File: src/rtl/audio_cfg.svh
//************************************************************
// Build-time constants of the audio playback path.
// Addresses are 4 bits wide; the divider counts i_clock cycles.
//************************************************************

`ifndef AUDIO_CFG_SVH
`define AUDIO_CFG_SVH

// Samples held by the playback FIFO.
`define AUDIO_FIFO_DEPTH 8

// Divider after reset, in i_clock cycles per bit-clock half period.
`define AUDIO_DEFAULT_DIVIDER 16'd17

// CPU register map.
`define AUDIO_ADDR_DATA     4'd0
`define AUDIO_ADDR_DIVIDER  4'd1
`define AUDIO_ADDR_UNDERRUN 4'd2

`endif

File: src/rtl/audio_pkg.sv
//************************************************************
// Shared types of the audio playback path.
// Sample halves are signed 16-bit PCM, left in the upper half.
//************************************************************

package audio_pkg;

	// One stereo frame as it sits in the FIFO.
	// Left is the upper half of the bus word.
	typedef struct packed {
		logic signed [15:0] left;
		logic signed [15:0] right;
	} stereo_sample_t;

	// Fields the CPU holds steady while i_request is high.
	typedef struct packed {
		logic        rw;
		logic [3:0]  address;
		logic [31:0] wdata;
	} bus_req_t;

	// Unused flag bits of a bus word are read as zero.
	typedef logic [31:0] bus_word_t;

endpackage

File: src/rtl/sample_fifo.sv
//************************************************************
// Synchronous FIFO, no reset on storage. Push while full and
// pop while empty are dropped. Head is visible before the pop.
//************************************************************

`timescale 1ns/1ps

module sample_fifo #(
	parameter type payload_t = logic [31:0],
	parameter int  DEPTH     = 8
) (
	input  logic                       i_clock,
	input  logic                       i_rst,
	input  logic                       i_push,
	input  payload_t                   i_wdata,
	input  logic                       i_pop,
	output payload_t                   o_head,
	output logic                       o_empty,
	output logic                       o_full,
	output logic [$clog2(DEPTH+1)-1:0] o_count
);

	localparam int PTR_W = (DEPTH > 1) ? $clog2(DEPTH) : 1;
	localparam int CNT_W = $clog2(DEPTH + 1);

	payload_t mem [DEPTH];

	logic [PTR_W-1:0] wr_ptr;
	logic [PTR_W-1:0] rd_ptr;
	logic             do_push;
	logic             do_pop;

	assign do_push = i_push && !o_full;
	assign do_pop  = i_pop && !o_empty;

	assign o_empty = (o_count == CNT_W'(0));
	assign o_full  = (o_count == CNT_W'(DEPTH));

	// Oldest entry.
	assign o_head = mem[rd_ptr];

	// Storage, written only on an accepted push.
	always_ff @(posedge i_clock) begin
		if (do_push) begin
			mem[wr_ptr] <= i_wdata;
		end
	end

	// Pointers wrap at DEPTH so any depth works.
	always_ff @(posedge i_clock) begin
		if (i_rst) begin
			wr_ptr  <= '0;
			rd_ptr  <= '0;
			o_count <= '0;
		end else begin
			if (do_push) begin
				wr_ptr <= (wr_ptr == PTR_W'(DEPTH - 1)) ? '0 : wr_ptr + 1'b1;
			end
			if (do_pop) begin
				rd_ptr <= (rd_ptr == PTR_W'(DEPTH - 1)) ? '0 : rd_ptr + 1'b1;
			end
			// Push and pop together keep the count.
			case ({do_push, do_pop})
				2'b10:   o_count <= o_count + 1'b1;
				2'b01:   o_count <= o_count - 1'b1;
				default: o_count <= o_count;
			endcase
		end
	end

endmodule

File: src/rtl/audio_controller.sv
//************************************************************
// CPU register port: request, ready, request low, ready low.
// A data write to a full FIFO stalls ready until space exists.
//************************************************************

`timescale 1ns/1ps
`include "audio_cfg.svh"

module audio_controller (
	input  logic                                  i_clock,
	input  logic                                  i_rst,
	// CPU side.
	input  logic                                  i_request,
	input  audio_pkg::bus_req_t                   i_req,
	output logic [31:0]                           o_rdata,
	output logic                                  o_ready,
	// FIFO side.
	input  audio_pkg::stereo_sample_t             i_head,
	input  logic                                  i_empty,
	input  logic                                  i_full,
	input  logic [$clog2(`AUDIO_FIFO_DEPTH+1)-1:0] i_count,
	output logic                                  o_push,
	output audio_pkg::stereo_sample_t             o_push_data,
	output logic                                  o_pop,
	// Transmitter side.
	output logic                                  o_head_valid,
	output audio_pkg::stereo_sample_t             o_head,
	output logic [15:0]                           o_divider,
	input  logic                                  i_lrclk
);

	logic        is_write;
	logic        data_stall;
	logic        accept;
	logic [15:0] underrun_cnt;
	logic        lrclk_q;
	logic        lrclk_fall;
	logic        valid_q;
	logic        frame_pending;
	logic        frame_had_data;

	assign is_write   = i_req.rw;
	// A data write waits while the FIFO is full.
	assign data_stall = is_write && (i_req.address == `AUDIO_ADDR_DATA) && i_full;
	assign accept     = i_request && !o_ready && !data_stall;

	assign o_head_valid = !i_empty;
	assign o_head       = i_head;

	// Frame boundary of the transmitter.
	assign lrclk_fall = lrclk_q && !i_lrclk;

	// Pops only a sample the transmitter actually latched.
	assign o_pop = frame_pending && frame_had_data;

	// Handshake, divider and underrun counter.
	always_ff @(posedge i_clock) begin
		if (i_rst) begin
			o_ready      <= 1'b0;
			o_push       <= 1'b0;
			o_divider    <= `AUDIO_DEFAULT_DIVIDER;
			underrun_cnt <= '0;
		end else begin
			o_push <= 1'b0;
			if (accept) begin
				o_ready <= 1'b1;
				if (is_write) begin
					case (i_req.address)
						`AUDIO_ADDR_DATA:    o_push <= 1'b1;
						`AUDIO_ADDR_DIVIDER: begin
							o_divider <= (i_req.wdata[15:0] == 16'd0) ? 16'd1
								: i_req.wdata[15:0];
						end
						default: ;
					endcase
				end
			end else if (!i_request) begin
				o_ready <= 1'b0;
			end

			// A clear from the CPU wins over a new underrun.
			if (accept && is_write && (i_req.address == `AUDIO_ADDR_UNDERRUN)) begin
				underrun_cnt <= '0;
			end else if (frame_pending && !frame_had_data && (underrun_cnt != 16'hffff)) begin
				underrun_cnt <= underrun_cnt + 16'd1;
			end
		end
	end

	// Read data and push payload.
	always_ff @(posedge i_clock) begin
		if (accept) begin
			o_push_data.left  <= i_req.wdata[31:16];
			o_push_data.right <= i_req.wdata[15:0];
			case (i_req.address)
				`AUDIO_ADDR_DATA:     o_rdata <= audio_pkg::bus_word_t'(i_count);
				`AUDIO_ADDR_DIVIDER:  o_rdata <= audio_pkg::bus_word_t'(o_divider);
				`AUDIO_ADDR_UNDERRUN: o_rdata <= audio_pkg::bus_word_t'(underrun_cnt);
				default:              o_rdata <= '0;
			endcase
		end
	end

	// valid_q holds what the transmitter saw at the edge.
	// The pop or underrun lands two cycles after the edge.
	always_ff @(posedge i_clock) begin
		if (i_rst) begin
			lrclk_q        <= 1'b0;
			valid_q        <= 1'b0;
			frame_pending  <= 1'b0;
			frame_had_data <= 1'b0;
		end else begin
			lrclk_q        <= i_lrclk;
			valid_q        <= o_head_valid;
			frame_pending  <= lrclk_fall;
			frame_had_data <= lrclk_fall && valid_q;
		end
	end

endmodule

File: src/rtl/serial_audio_tx.sv
//************************************************************
// Left-justified stereo transmitter, 16 bits per channel.
// Divider must be 1 or more. Frames without a sample are zero.
//************************************************************

`timescale 1ns/1ps

module serial_audio_tx (
	input  logic                      i_clock,
	input  logic                      i_rst,
	input  logic [15:0]               i_divider,
	input  audio_pkg::stereo_sample_t i_sample,
	input  logic                      i_sample_valid,
	output logic                      o_bclk,
	output logic                      o_lrclk,
	output logic                      o_sdata
);

	logic [15:0] tick_cnt;
	logic        tick;
	logic        bclk_fall;
	logic [4:0]  bit_cnt;
	logic [4:0]  bit_next;
	logic        frame_start;
	logic [31:0] frame_word;
	logic [31:0] shreg;

	// Tick counter.
	// A smaller divider written mid-count takes effect at once.
	assign tick = (tick_cnt >= i_divider - 16'd1);

	always_ff @(posedge i_clock) begin
		if (i_rst) begin
			tick_cnt <= '0;
		end else if (tick) begin
			tick_cnt <= '0;
		end else begin
			tick_cnt <= tick_cnt + 16'd1;
		end
	end

	// Bit clock is high, so this tick brings it low.
	assign bclk_fall = tick && o_bclk;

	// Wraps from 31 to 0.
	assign bit_next    = bit_cnt + 5'd1;
	assign frame_start = bclk_fall && (bit_cnt == 5'd31);

	// Left channel goes out first.
	assign frame_word = i_sample_valid ? {i_sample.left, i_sample.right} : 32'd0;

	always_ff @(posedge i_clock) begin
		if (i_rst) begin
			o_bclk <= 1'b0;
		end else if (tick) begin
			o_bclk <= !o_bclk;
		end
	end

	// Word select and data move together on falling bit clock.
	always_ff @(posedge i_clock) begin
		if (i_rst) begin
			bit_cnt <= '0;
			o_lrclk <= 1'b0;
			o_sdata <= 1'b0;
			shreg   <= '0;
		end else if (bclk_fall) begin
			bit_cnt <= bit_next;
			o_lrclk <= bit_next[4];
			if (frame_start) begin
				o_sdata <= frame_word[31];
				shreg   <= {frame_word[30:0], 1'b0};
			end else begin
				o_sdata <= shreg[31];
				shreg   <= {shreg[30:0], 1'b0};
			end
		end
	end

endmodule

File: src/rtl/audio_top.sv
//************************************************************
// Audio playback subsystem, single clock domain on i_clock.
//************************************************************

`timescale 1ns/1ps
`include "audio_cfg.svh"

module audio_top (
	input  logic                i_clock,
	input  logic                i_rst,
	input  logic                i_request,
	input  audio_pkg::bus_req_t i_req,
	output logic [31:0]         o_rdata,
	output logic                o_ready,
	output logic                o_bclk,
	output logic                o_lrclk,
	output logic                o_sdata
);

	localparam int COUNT_W = $clog2(`AUDIO_FIFO_DEPTH + 1);

	audio_pkg::stereo_sample_t fifo_head;
	audio_pkg::stereo_sample_t push_data;
	audio_pkg::stereo_sample_t tx_sample;
	logic                      fifo_empty;
	logic                      fifo_full;
	logic [COUNT_W-1:0]        fifo_count;
	logic                      push;
	logic                      pop;
	logic                      tx_sample_valid;
	logic [15:0]               divider;

	sample_fifo #(
		.payload_t (audio_pkg::stereo_sample_t),
		.DEPTH     (`AUDIO_FIFO_DEPTH)
	) i_fifo (
		.i_clock (i_clock),
		.i_rst   (i_rst),
		.i_push  (push),
		.i_wdata (push_data),
		.i_pop   (pop),
		.o_head  (fifo_head),
		.o_empty (fifo_empty),
		.o_full  (fifo_full),
		.o_count (fifo_count)
	);

	audio_controller i_ctrl (
		.i_clock      (i_clock),
		.i_rst        (i_rst),
		.i_request    (i_request),
		.i_req        (i_req),
		.o_rdata      (o_rdata),
		.o_ready      (o_ready),
		.i_head       (fifo_head),
		.i_empty      (fifo_empty),
		.i_full       (fifo_full),
		.i_count      (fifo_count),
		.o_push       (push),
		.o_push_data  (push_data),
		.o_pop        (pop),
		.o_head_valid (tx_sample_valid),
		.o_head       (tx_sample),
		.o_divider    (divider),
		.i_lrclk      (o_lrclk)
	);

	serial_audio_tx i_tx (
		.i_clock        (i_clock),
		.i_rst          (i_rst),
		.i_divider      (divider),
		.i_sample       (tx_sample),
		.i_sample_valid (tx_sample_valid),
		.o_bclk         (o_bclk),
		.o_lrclk        (o_lrclk),
		.o_sdata        (o_sdata)
	);

endmodule

File: config.mk
export PLATFORM = sky130hd
export DESIGN_NAME = audio_top
export DESIGN_NICKNAME = d
export VERILOG_FILES = /design/src/rtl/audio_pkg.sv /design/src/rtl/sample_fifo.sv /design/src/rtl/audio_controller.sv /design/src/rtl/serial_audio_tx.sv /design/src/rtl/audio_top.sv
export VERILOG_INCLUDE_DIRS = /design/src /design/src/rtl
export SDC_FILE = /design/constraint.sdc
export NUM_CORES = 1
export LEC_CHECK = 0
export ABC_AREA = 1
export BUFFER_PORTS_ARGS = -buffer_cell sky130_fd_sc_hd__clkbuf_2
export CAP_MARGIN = 20
export CORE_UTILIZATION = 56
export DETAILED_ROUTE_END_ITERATION = 10
export PLACE_DENSITY = 0.79
export SKIP_CTS_REPAIR_TIMING = 1
export SYNTH_ARGS = -nofsm -noshare
export SYNTH_HDL_FRONTEND = slang
export SYNTH_SLANG_ARGS = --single-unit
File: constraint.sdc
create_clock -name i_clock -period 2.6 [get_ports i_clock]
set_input_delay 0.26 -clock i_clock [delete_from_list [all_inputs] [get_ports i_clock]]
set_output_delay 0.26 -clock i_clock [all_outputs]
set_load 0.05 [all_outputs]
# ---- Yosys cells after proc, flatten, opt, wreduce, memory -nomap -nowiden
# Memory sizes are Yosys's and may differ from the RTL's. A register that Yosys moved wholly into a read port is not among the register bits.
# Index checks and enable logic that the tools add are counted.
dict set report totals {
  register_bits 168
  latchBits 0
  mem_bits_rw 256
  romBits 0
  input_bits 40
  elab_cells 87
  mem_count 1
}
# memory words width read_ports rd_clocked_by_memory_dff wr line_no
set memory_table {}
lappend memory_table {i_fifo.mem 8 32 1 1 1 sample_fifo.sv:26} ;# payload_t mem [DEPTH];
dict set report classes {
  n_addsub 8
  n_mul 0
  n_div 0
  order_cmp 1
  n_eq_ne 10
  shifts 0
  muxes 15
  n_bitwise 2
  reduce_logical 30
}
# op n
set ops {}
lappend ops {{two-way mux 32 bit} 2}
lappend ops {{case mux 16 bit (3 select lines)} 1}
lappend ops {{adder 16 x 1 -> 16 bit, second input constant} 2}
lappend ops {{>= comparator 16 bit} 1}
lappend ops {{zero test 16 bit} 1}
lappend ops {{two-way mux 16 bit} 1}
lappend ops {{inequality test 16 bit, second input constant} 1}
lappend ops {{subtractor 16 x 1 -> 16 bit, second input constant} 1}
lappend ops {{logical AND 1 bit} 15}
lappend ops {{two-way mux 3 bit} 4}
lappend ops {{zero test 4 bit} 2}
lappend ops {{case mux 4 bit (2 select lines)} 1}
lappend ops {{zero test 1 bit} 7}
lappend ops {{adder 3 x 1 -> 3 bit, second input constant} 2}
lappend ops {{equality test 3 bit, second input constant} 2}
lappend ops {{two-way mux 1 bit} 6}
lappend ops {{adder 5 x 1 -> 5 bit, second input constant} 1}
lappend ops {{equality test 5 bit, second input constant} 1}
lappend ops {{adder 4 x 1 -> 4 bit, second input constant} 1}
lappend ops {{equality test 4 x 1 -> 1 bit, second input constant} 1}
lappend ops {{equality test 4 x 2 -> 1 bit, second input constant} 1}
lappend ops {{equality test 4 bit, second input constant} 1}
lappend ops {{OR reduction 2 bit} 2}
lappend ops {{subtractor 4 x 1 -> 4 bit, second input constant} 1}
lappend ops {{other kinds (7)} 8}

# ---- Logic depth before layout (Yosys ltp)
dict set report depth {
  word_depth 8
  ltp_mapped 20
  mapped_depth_nobuf 19
}

# ---- By module
# Synthesis repeated with hierarchy kept, for this count alone.
dict set report unflattened {
  hier_cells 1768
  hier_area_um2 18134.9
}
# module instances cells_each area_per_inst_um2 seq_area_each_um2
set modules_own_cells {}
lappend modules_own_cells {sample_fifo 1 815 10649.0 7947.6}
lappend modules_own_cells {audio_controller 1 425 3905.0 2202.1}
lappend modules_own_cells {serial_audio_tx 1 528 3580.9 1081.0}

# ---- Least setup slack after synthesis
# Ideal clock, no wire load.
dict set report synth_timing {
  path_type {register to register}
  startpoint {register i_fifo.o_count[1]}
  endpoint {memory i_fifo.mem[1][0] (netlist name) (enable)}
  setup_time_ns 0.421
  t_arrival_ns 2.177
  required_time_ns 2.179
  slack_ns 0.002
  stages_incl_launch_ff 7
  period_less_slack_ns 2.598
  cell_sequence {dfxtp_1 nor2_1 nand3_1 nand2_1 nor2_1 inv_1 nor2_1}
}
dict set report synth_via {
  elab_chain_len 5
}
# element line_no
set synth_rtl {}
lappend synth_rtl {{start: declaration} sample_fifo.sv:20} ;# output logic [$clog2(DEPTH+1)-1:0] o_count
lappend synth_rtl {{start signal: assignment} sample_fifo.sv:64} ;# 2'b10: o_count <= o_count + 1'b1;
lappend synth_rtl {{start signal: assignment} sample_fifo.sv:65} ;# 2'b01: o_count <= o_count - 1'b1;
lappend synth_rtl {{start signal: assignment} sample_fifo.sv:66} ;# default: o_count <= o_count;
lappend synth_rtl {{equality test 4 bit} sample_fifo.sv:37} ;# assign o_full = (o_count == CNT_W'(DEPTH));
lappend synth_rtl {{zero test 1 bit} sample_fifo.sv:33} ;# assign do_push = i_push && !o_full;
lappend synth_rtl {{logical AND 1 bit} sample_fifo.sv:33}
lappend synth_rtl {{two-way mux 1 bit} sample_fifo.sv:44} ;# if (do_push) begin
lappend synth_rtl {{two-way mux 1 bit (not written as such)} sample_fifo.sv:45} ;# mem[wr_ptr] <= i_wdata;
lappend synth_rtl {{end: declaration} sample_fifo.sv:26}
# Every way passes these cells.

# ---- Worst setup path after layout
dict set report layout_timing {
  startpoint {register i_ctrl.o_divider[2]}
  endpoint {register i_tx.shreg[4]}
}
dict set report layout_via {
  elab_chain_len 5
}
# element line_no
set layout_rtl {}
lappend layout_rtl {{start: declaration} audio_controller.sv:28} ;# output logic [15:0] o_divider,
lappend layout_rtl {{start signal: assignment} audio_controller.sv:61} ;# o_divider <= `AUDIO_DEFAULT_DIVIDER;
lappend layout_rtl {{start signal: assignment} audio_controller.sv:71} ;# o_divider <= (i_req.wdata[15:0] == 16'd0) ? 16'd1
lappend layout_rtl {{subtractor 16 x 1 -> 16 bit (*)} serial_audio_tx.sv:30} ;# assign tick = (tick_cnt >= i_divider - 16'd1);
lappend layout_rtl {{>= comparator 16 bit (*)} serial_audio_tx.sv:30}
lappend layout_rtl {{logical AND 1 bit (*)} serial_audio_tx.sv:43} ;# assign bclk_fall = tick && o_bclk;
lappend layout_rtl {{logical AND 1 bit} serial_audio_tx.sv:47} ;# assign frame_start = bclk_fall && (bit_cnt == 5'd31);
lappend layout_rtl {{two-way mux 32 bit} serial_audio_tx.sv:70} ;# if (frame_start) begin
lappend layout_rtl {{end signal: assignment} serial_audio_tx.sv:72} ;# shreg <= {frame_word[30:0], 1'b0};
lappend layout_rtl {{end signal: assignment} serial_audio_tx.sv:75} ;# shreg <= {shreg[30:0], 1'b0};
lappend layout_rtl {{end: declaration} serial_audio_tx.sv:26} ;# logic [31:0] shreg;
# Mark *: on every way between the ends. The rest lies on a longest branch, timed or not.
# A chain may end at the register's enable or synchronous reset.

==> flow_metrics.env <==
export IMPL_status="complete, but fails checks"
export IMPL_violations="hold timing, setup timing"
export IMPL_io_buffer_count=59
export IMPL_cellPowerDensity_nw_per_um2=633
export IMPL_fin_util_pct=66.5
export IMPL_cp_end_kind="flop"
export IMPL_start_util_pct=57.3
export IMPL_vias=13472
export IMPL_power_mw=13.4
export IMPL_ctsHtreeMaxLevel=2
export IMPL_max_slew_margin_rel_pct=50.8
export IMPL_drt_met1_wl_um=16900
export IMPL_dieArea_um2=33200
export IMPL_n_antenna_cell=0
export IMPL_drive_gt1_share_pct=12.6
export IMPL_crit_fanout=11
export IMPL_setup_slack_ps=-214
export IMPL_die_w_um=182
export IMPL_synth_distinct_cells=46
export IMPL_post_place_ws_ps=-222
export IMPL_multi_input_area_um2=5620
export IMPL_post_route_min_period_ps=2810
export IMPL_hold_viol=1
export IMPL_place_gp_congestion=0.897
export IMPL_grt_pass1_vias=13086
export IMPL_drc=0
export IMPL_critPathBufInv=3
export IMPL_cts_buffer_depth=3
export IMPL_via_per_inst=5.38
export IMPL_grt_pass1_wl_um=66300
export IMPL_rsz0062_at_grt="true"
export IMPL_crit_slowest_cell="dfxtp_2"
export IMPL_crit_type="flop to flop"
export IMPL_synthCells=1930
export IMPL_yosys_most_used_dff="edfxtp_1"
export IMPL_netlist_area_um2=18200
export IMPL_finalNetCount=2103
export IMPL_io_pins=76
export IMPL_wl_met3_um=3260
export IMPL_wirelength_um=43600
export IMPL_cp_common_cell="nor2_2"
export IMPL_fillers=2245
export IMPL_cp_start_kind="flop"
export IMPL_postRouteAntennaNets=0
export IMPL_synth_async_reset_ratio_pct=0
export IMPL_grt_use_total_pct=25.5
export IMPL_syn_avg_cell_area_um2=9.44
export IMPL_finalCritPeriodShare_pct=108
export IMPL_hp_class="input port to flop"
export IMPL_finalMaxSlewViolations=0
export IMPL_drt_iter0_drc=1438
export IMPL_synth_edf_count=304
export IMPL_cpLargestDelayFamily="simple AND/OR/NAND/NOR gates"
export IMPL_yosysMostFrequentCell="nand2_1"
export IMPL_fin_worst_skew_ps=26.6
export IMPL_synthTopCellsByArea="edfxtp_1 50%, dfxtp_1 12%, nand2_1 10%, nand3_1 7.2%, inv_1 6.1%"
export IMPL_yosysTopAreaCell="edfxtp_1"
export IMPL_ys_top_cells_by_count="506 x nand2_1, 304 x edfxtp_1, 294 x inv_1, 262 x nand3_1, 144 x nor2_1"
export IMPL_drv_cap=0
export IMPL_ir_drop_mv=0.410
export IMPL_leakage_nw=8.66
export IMPL_synth_seq_area_share_pct=61.7
export IMPL_worst_ep_required_time_ps=3060
export IMPL_worstMarginPinSlew_ps=738
export IMPL_synth_top_area_share_pct=50.1
export IMPL_seq_area_um2=11200
export IMPL_crit_chain="nor2_2 -> nand2_1 -> nor2_2 -> nand4_1 -> nor2_2 -> nand3_2 -> xor2_1 -> inv_1 -> ha_4 -> nand2_2 -> nor3_2 -> nand2_2 -> nand2_4 -> nand2_4 -> inv_8 -> buf_12 -> nor2_2 -> nor2_1"
export IMPL_rows=65
export IMPL_drtPass1Iterations=5
export IMPL_clkSinkCount=409
export IMPL_cts_root_buf="clkbuf_16"
export IMPL_fmax_mhz=355
export IMPL_fin_hold_ws_ps=-13.8
export IMPL_grt_overflow_total=0
export IMPL_cts_tree="built"
export IMPL_ys_seq_elements=409
export IMPL_routed_top_layer="met4"
export IMPL_worstSkewPairLatency_ps=550
export IMPL_cp_data_arrival_time_ps=3270
export IMPL_area_growth_pct=16.1
export IMPL_cts_made_buffers=41
export IMPL_setup_viol=38
export IMPL_met2WireLength_um=22000
export IMPL_hpwl_um=24500
export IMPL_critPathMaxStageDelay_ps=330
export IMPL_fp_dieH_um=182
export IMPL_grt_max_degree=129
export IMPL_wl_per_cell_um=17.4
export IMPL_path_clk_slew_ps=60
export IMPL_core_area_um2=31800
export IMPL_ys_warnings_count=0
export IMPL_antenna_found_initial=0
==> layout make-up <==
cell class | instances | area share, %
clock inverter | 18 | 0.858
timing repair buffer | 143 | 5.98
multi-input combinational | 1135 | 26.6
tap | 435 | 2.57
clock buffer | 58 | 5.44
inverter | 304 | 5.44
sequential | 409 | 53.1
==> per-layer routing <==
layer	GRT usage, %	vias up
met2	45.6	532
met5	0	-
met4	9.88	0
met3	3.65	109
li1	-	6436
met1	31.1	6395
==> logic make-up after synthesis <==
| group | after synthesis | synth area share, % |
|---|---|---|
| and+or+nand+nor | 970 | 22.8 |
| other | 1 | 0.0206 |
| xor gates and xnor gates | 31 | 1.49 |
| buffers and inverters | 401 | 9.23 |
| adders and majority gates | 29 | 2.03 |
| DFF | 409 | 61.7 |
| AOI/OAI and AO/OA | 89 | 2.77 |
==> worst paths after layout <==
kind	startpoint	endpoint	slack, ps	cells after the start
worst max-delay path	i_ctrl.o_divider[2]	i_tx.shreg[4]	-210	18
worst min-delay path	i_req[36]	i_ctrl.o_push	-10	3
worst min register to register	i_ctrl.valid_q	i_ctrl.frame_had_data	460	1
worst max register to register	i_ctrl.o_divider[2]	i_tx.shreg[4]	-210	18
==> stage by stage <==
stage	setup TNS (ps)	hold WS [ps]	std cells	area (µm²)
finish	-3740	-13.8	2502	21100
global route	-14180	0.678	2502	21100
CTS	-7890	-126	2468	20600
detailed placement	-6840	439	2392	19200
global placement	-3200	437	2392	19200
floorplan	0	343	1945	18300
==> tightest hold or removal path, cell delays in order <==
cell and delay [ps]:
clkbuf_2 110, nand4_1 80, inv_1 40
==> registers in the layout (all words and copies together), names as in the netlist, named ones only <==
name / cells
i_fifo.wr_ptr: 3
i_fifo.mem: 256
i_ctrl.o_rdata: 16
i_ctrl.o_ready: 1
i_ctrl.lrclk_q: 1
i_ctrl.valid_q: 1
i_tx.o_sdata: 1
i_ctrl.o_divider: 16
i_tx.shreg: 31
i_fifo.rd_ptr: 3
i_tx.bit_cnt: 5
i_ctrl.frame_had_data: 1
i_tx.tick_cnt: 16
i_ctrl.underrun_cnt: 16
i_fifo.o_count: 4
i_ctrl.o_push_data: 32
i_ctrl.o_push: 1
i_tx.o_bclk: 1
i_ctrl.frame_pending: 1
==> power by group <==
part | switching (mW) | internal (mW) | leakage [nW] | total (mW)
Clock | 2.42 | 3.40 | 0.658 | 5.82
Sequential | 0.0755 | 7.07 | 3.62 | 7.15
Combinational | 0.291 | 0.123 | 4.39 | 0.414
Total | 2.78 | 10.6 | 8.66 | 13.4
==> cell usage in the layout (no fill, tap or decap), types with 5 or more instances in the layout <==
master and count:
nor3_2 5, a21oi_1 39, clkbuf_16 44, clkbuf_2 59
nand3_1 261, buf_12 17, nor2_1 105, inv_2 8
xor2_1 24, nand4_1 14, nand2_1 502, o21ai_1 5
a21oi_2 5, nor2_2 28, xnor2_1 6, inv_1 294
conb_1 16, clkinv_2 8, o21ai_0 15, dlygate4sd3_1 28
clkbuf_1 11, nor3_1 14, o22ai_1 10, clkbuf_8 6
edfxtp_1 304, dfxtp_1 100, clkinv_1 5, buf_4 35
nor2_4 15, ha_1 27
Power figures use the tool's default switching activity.
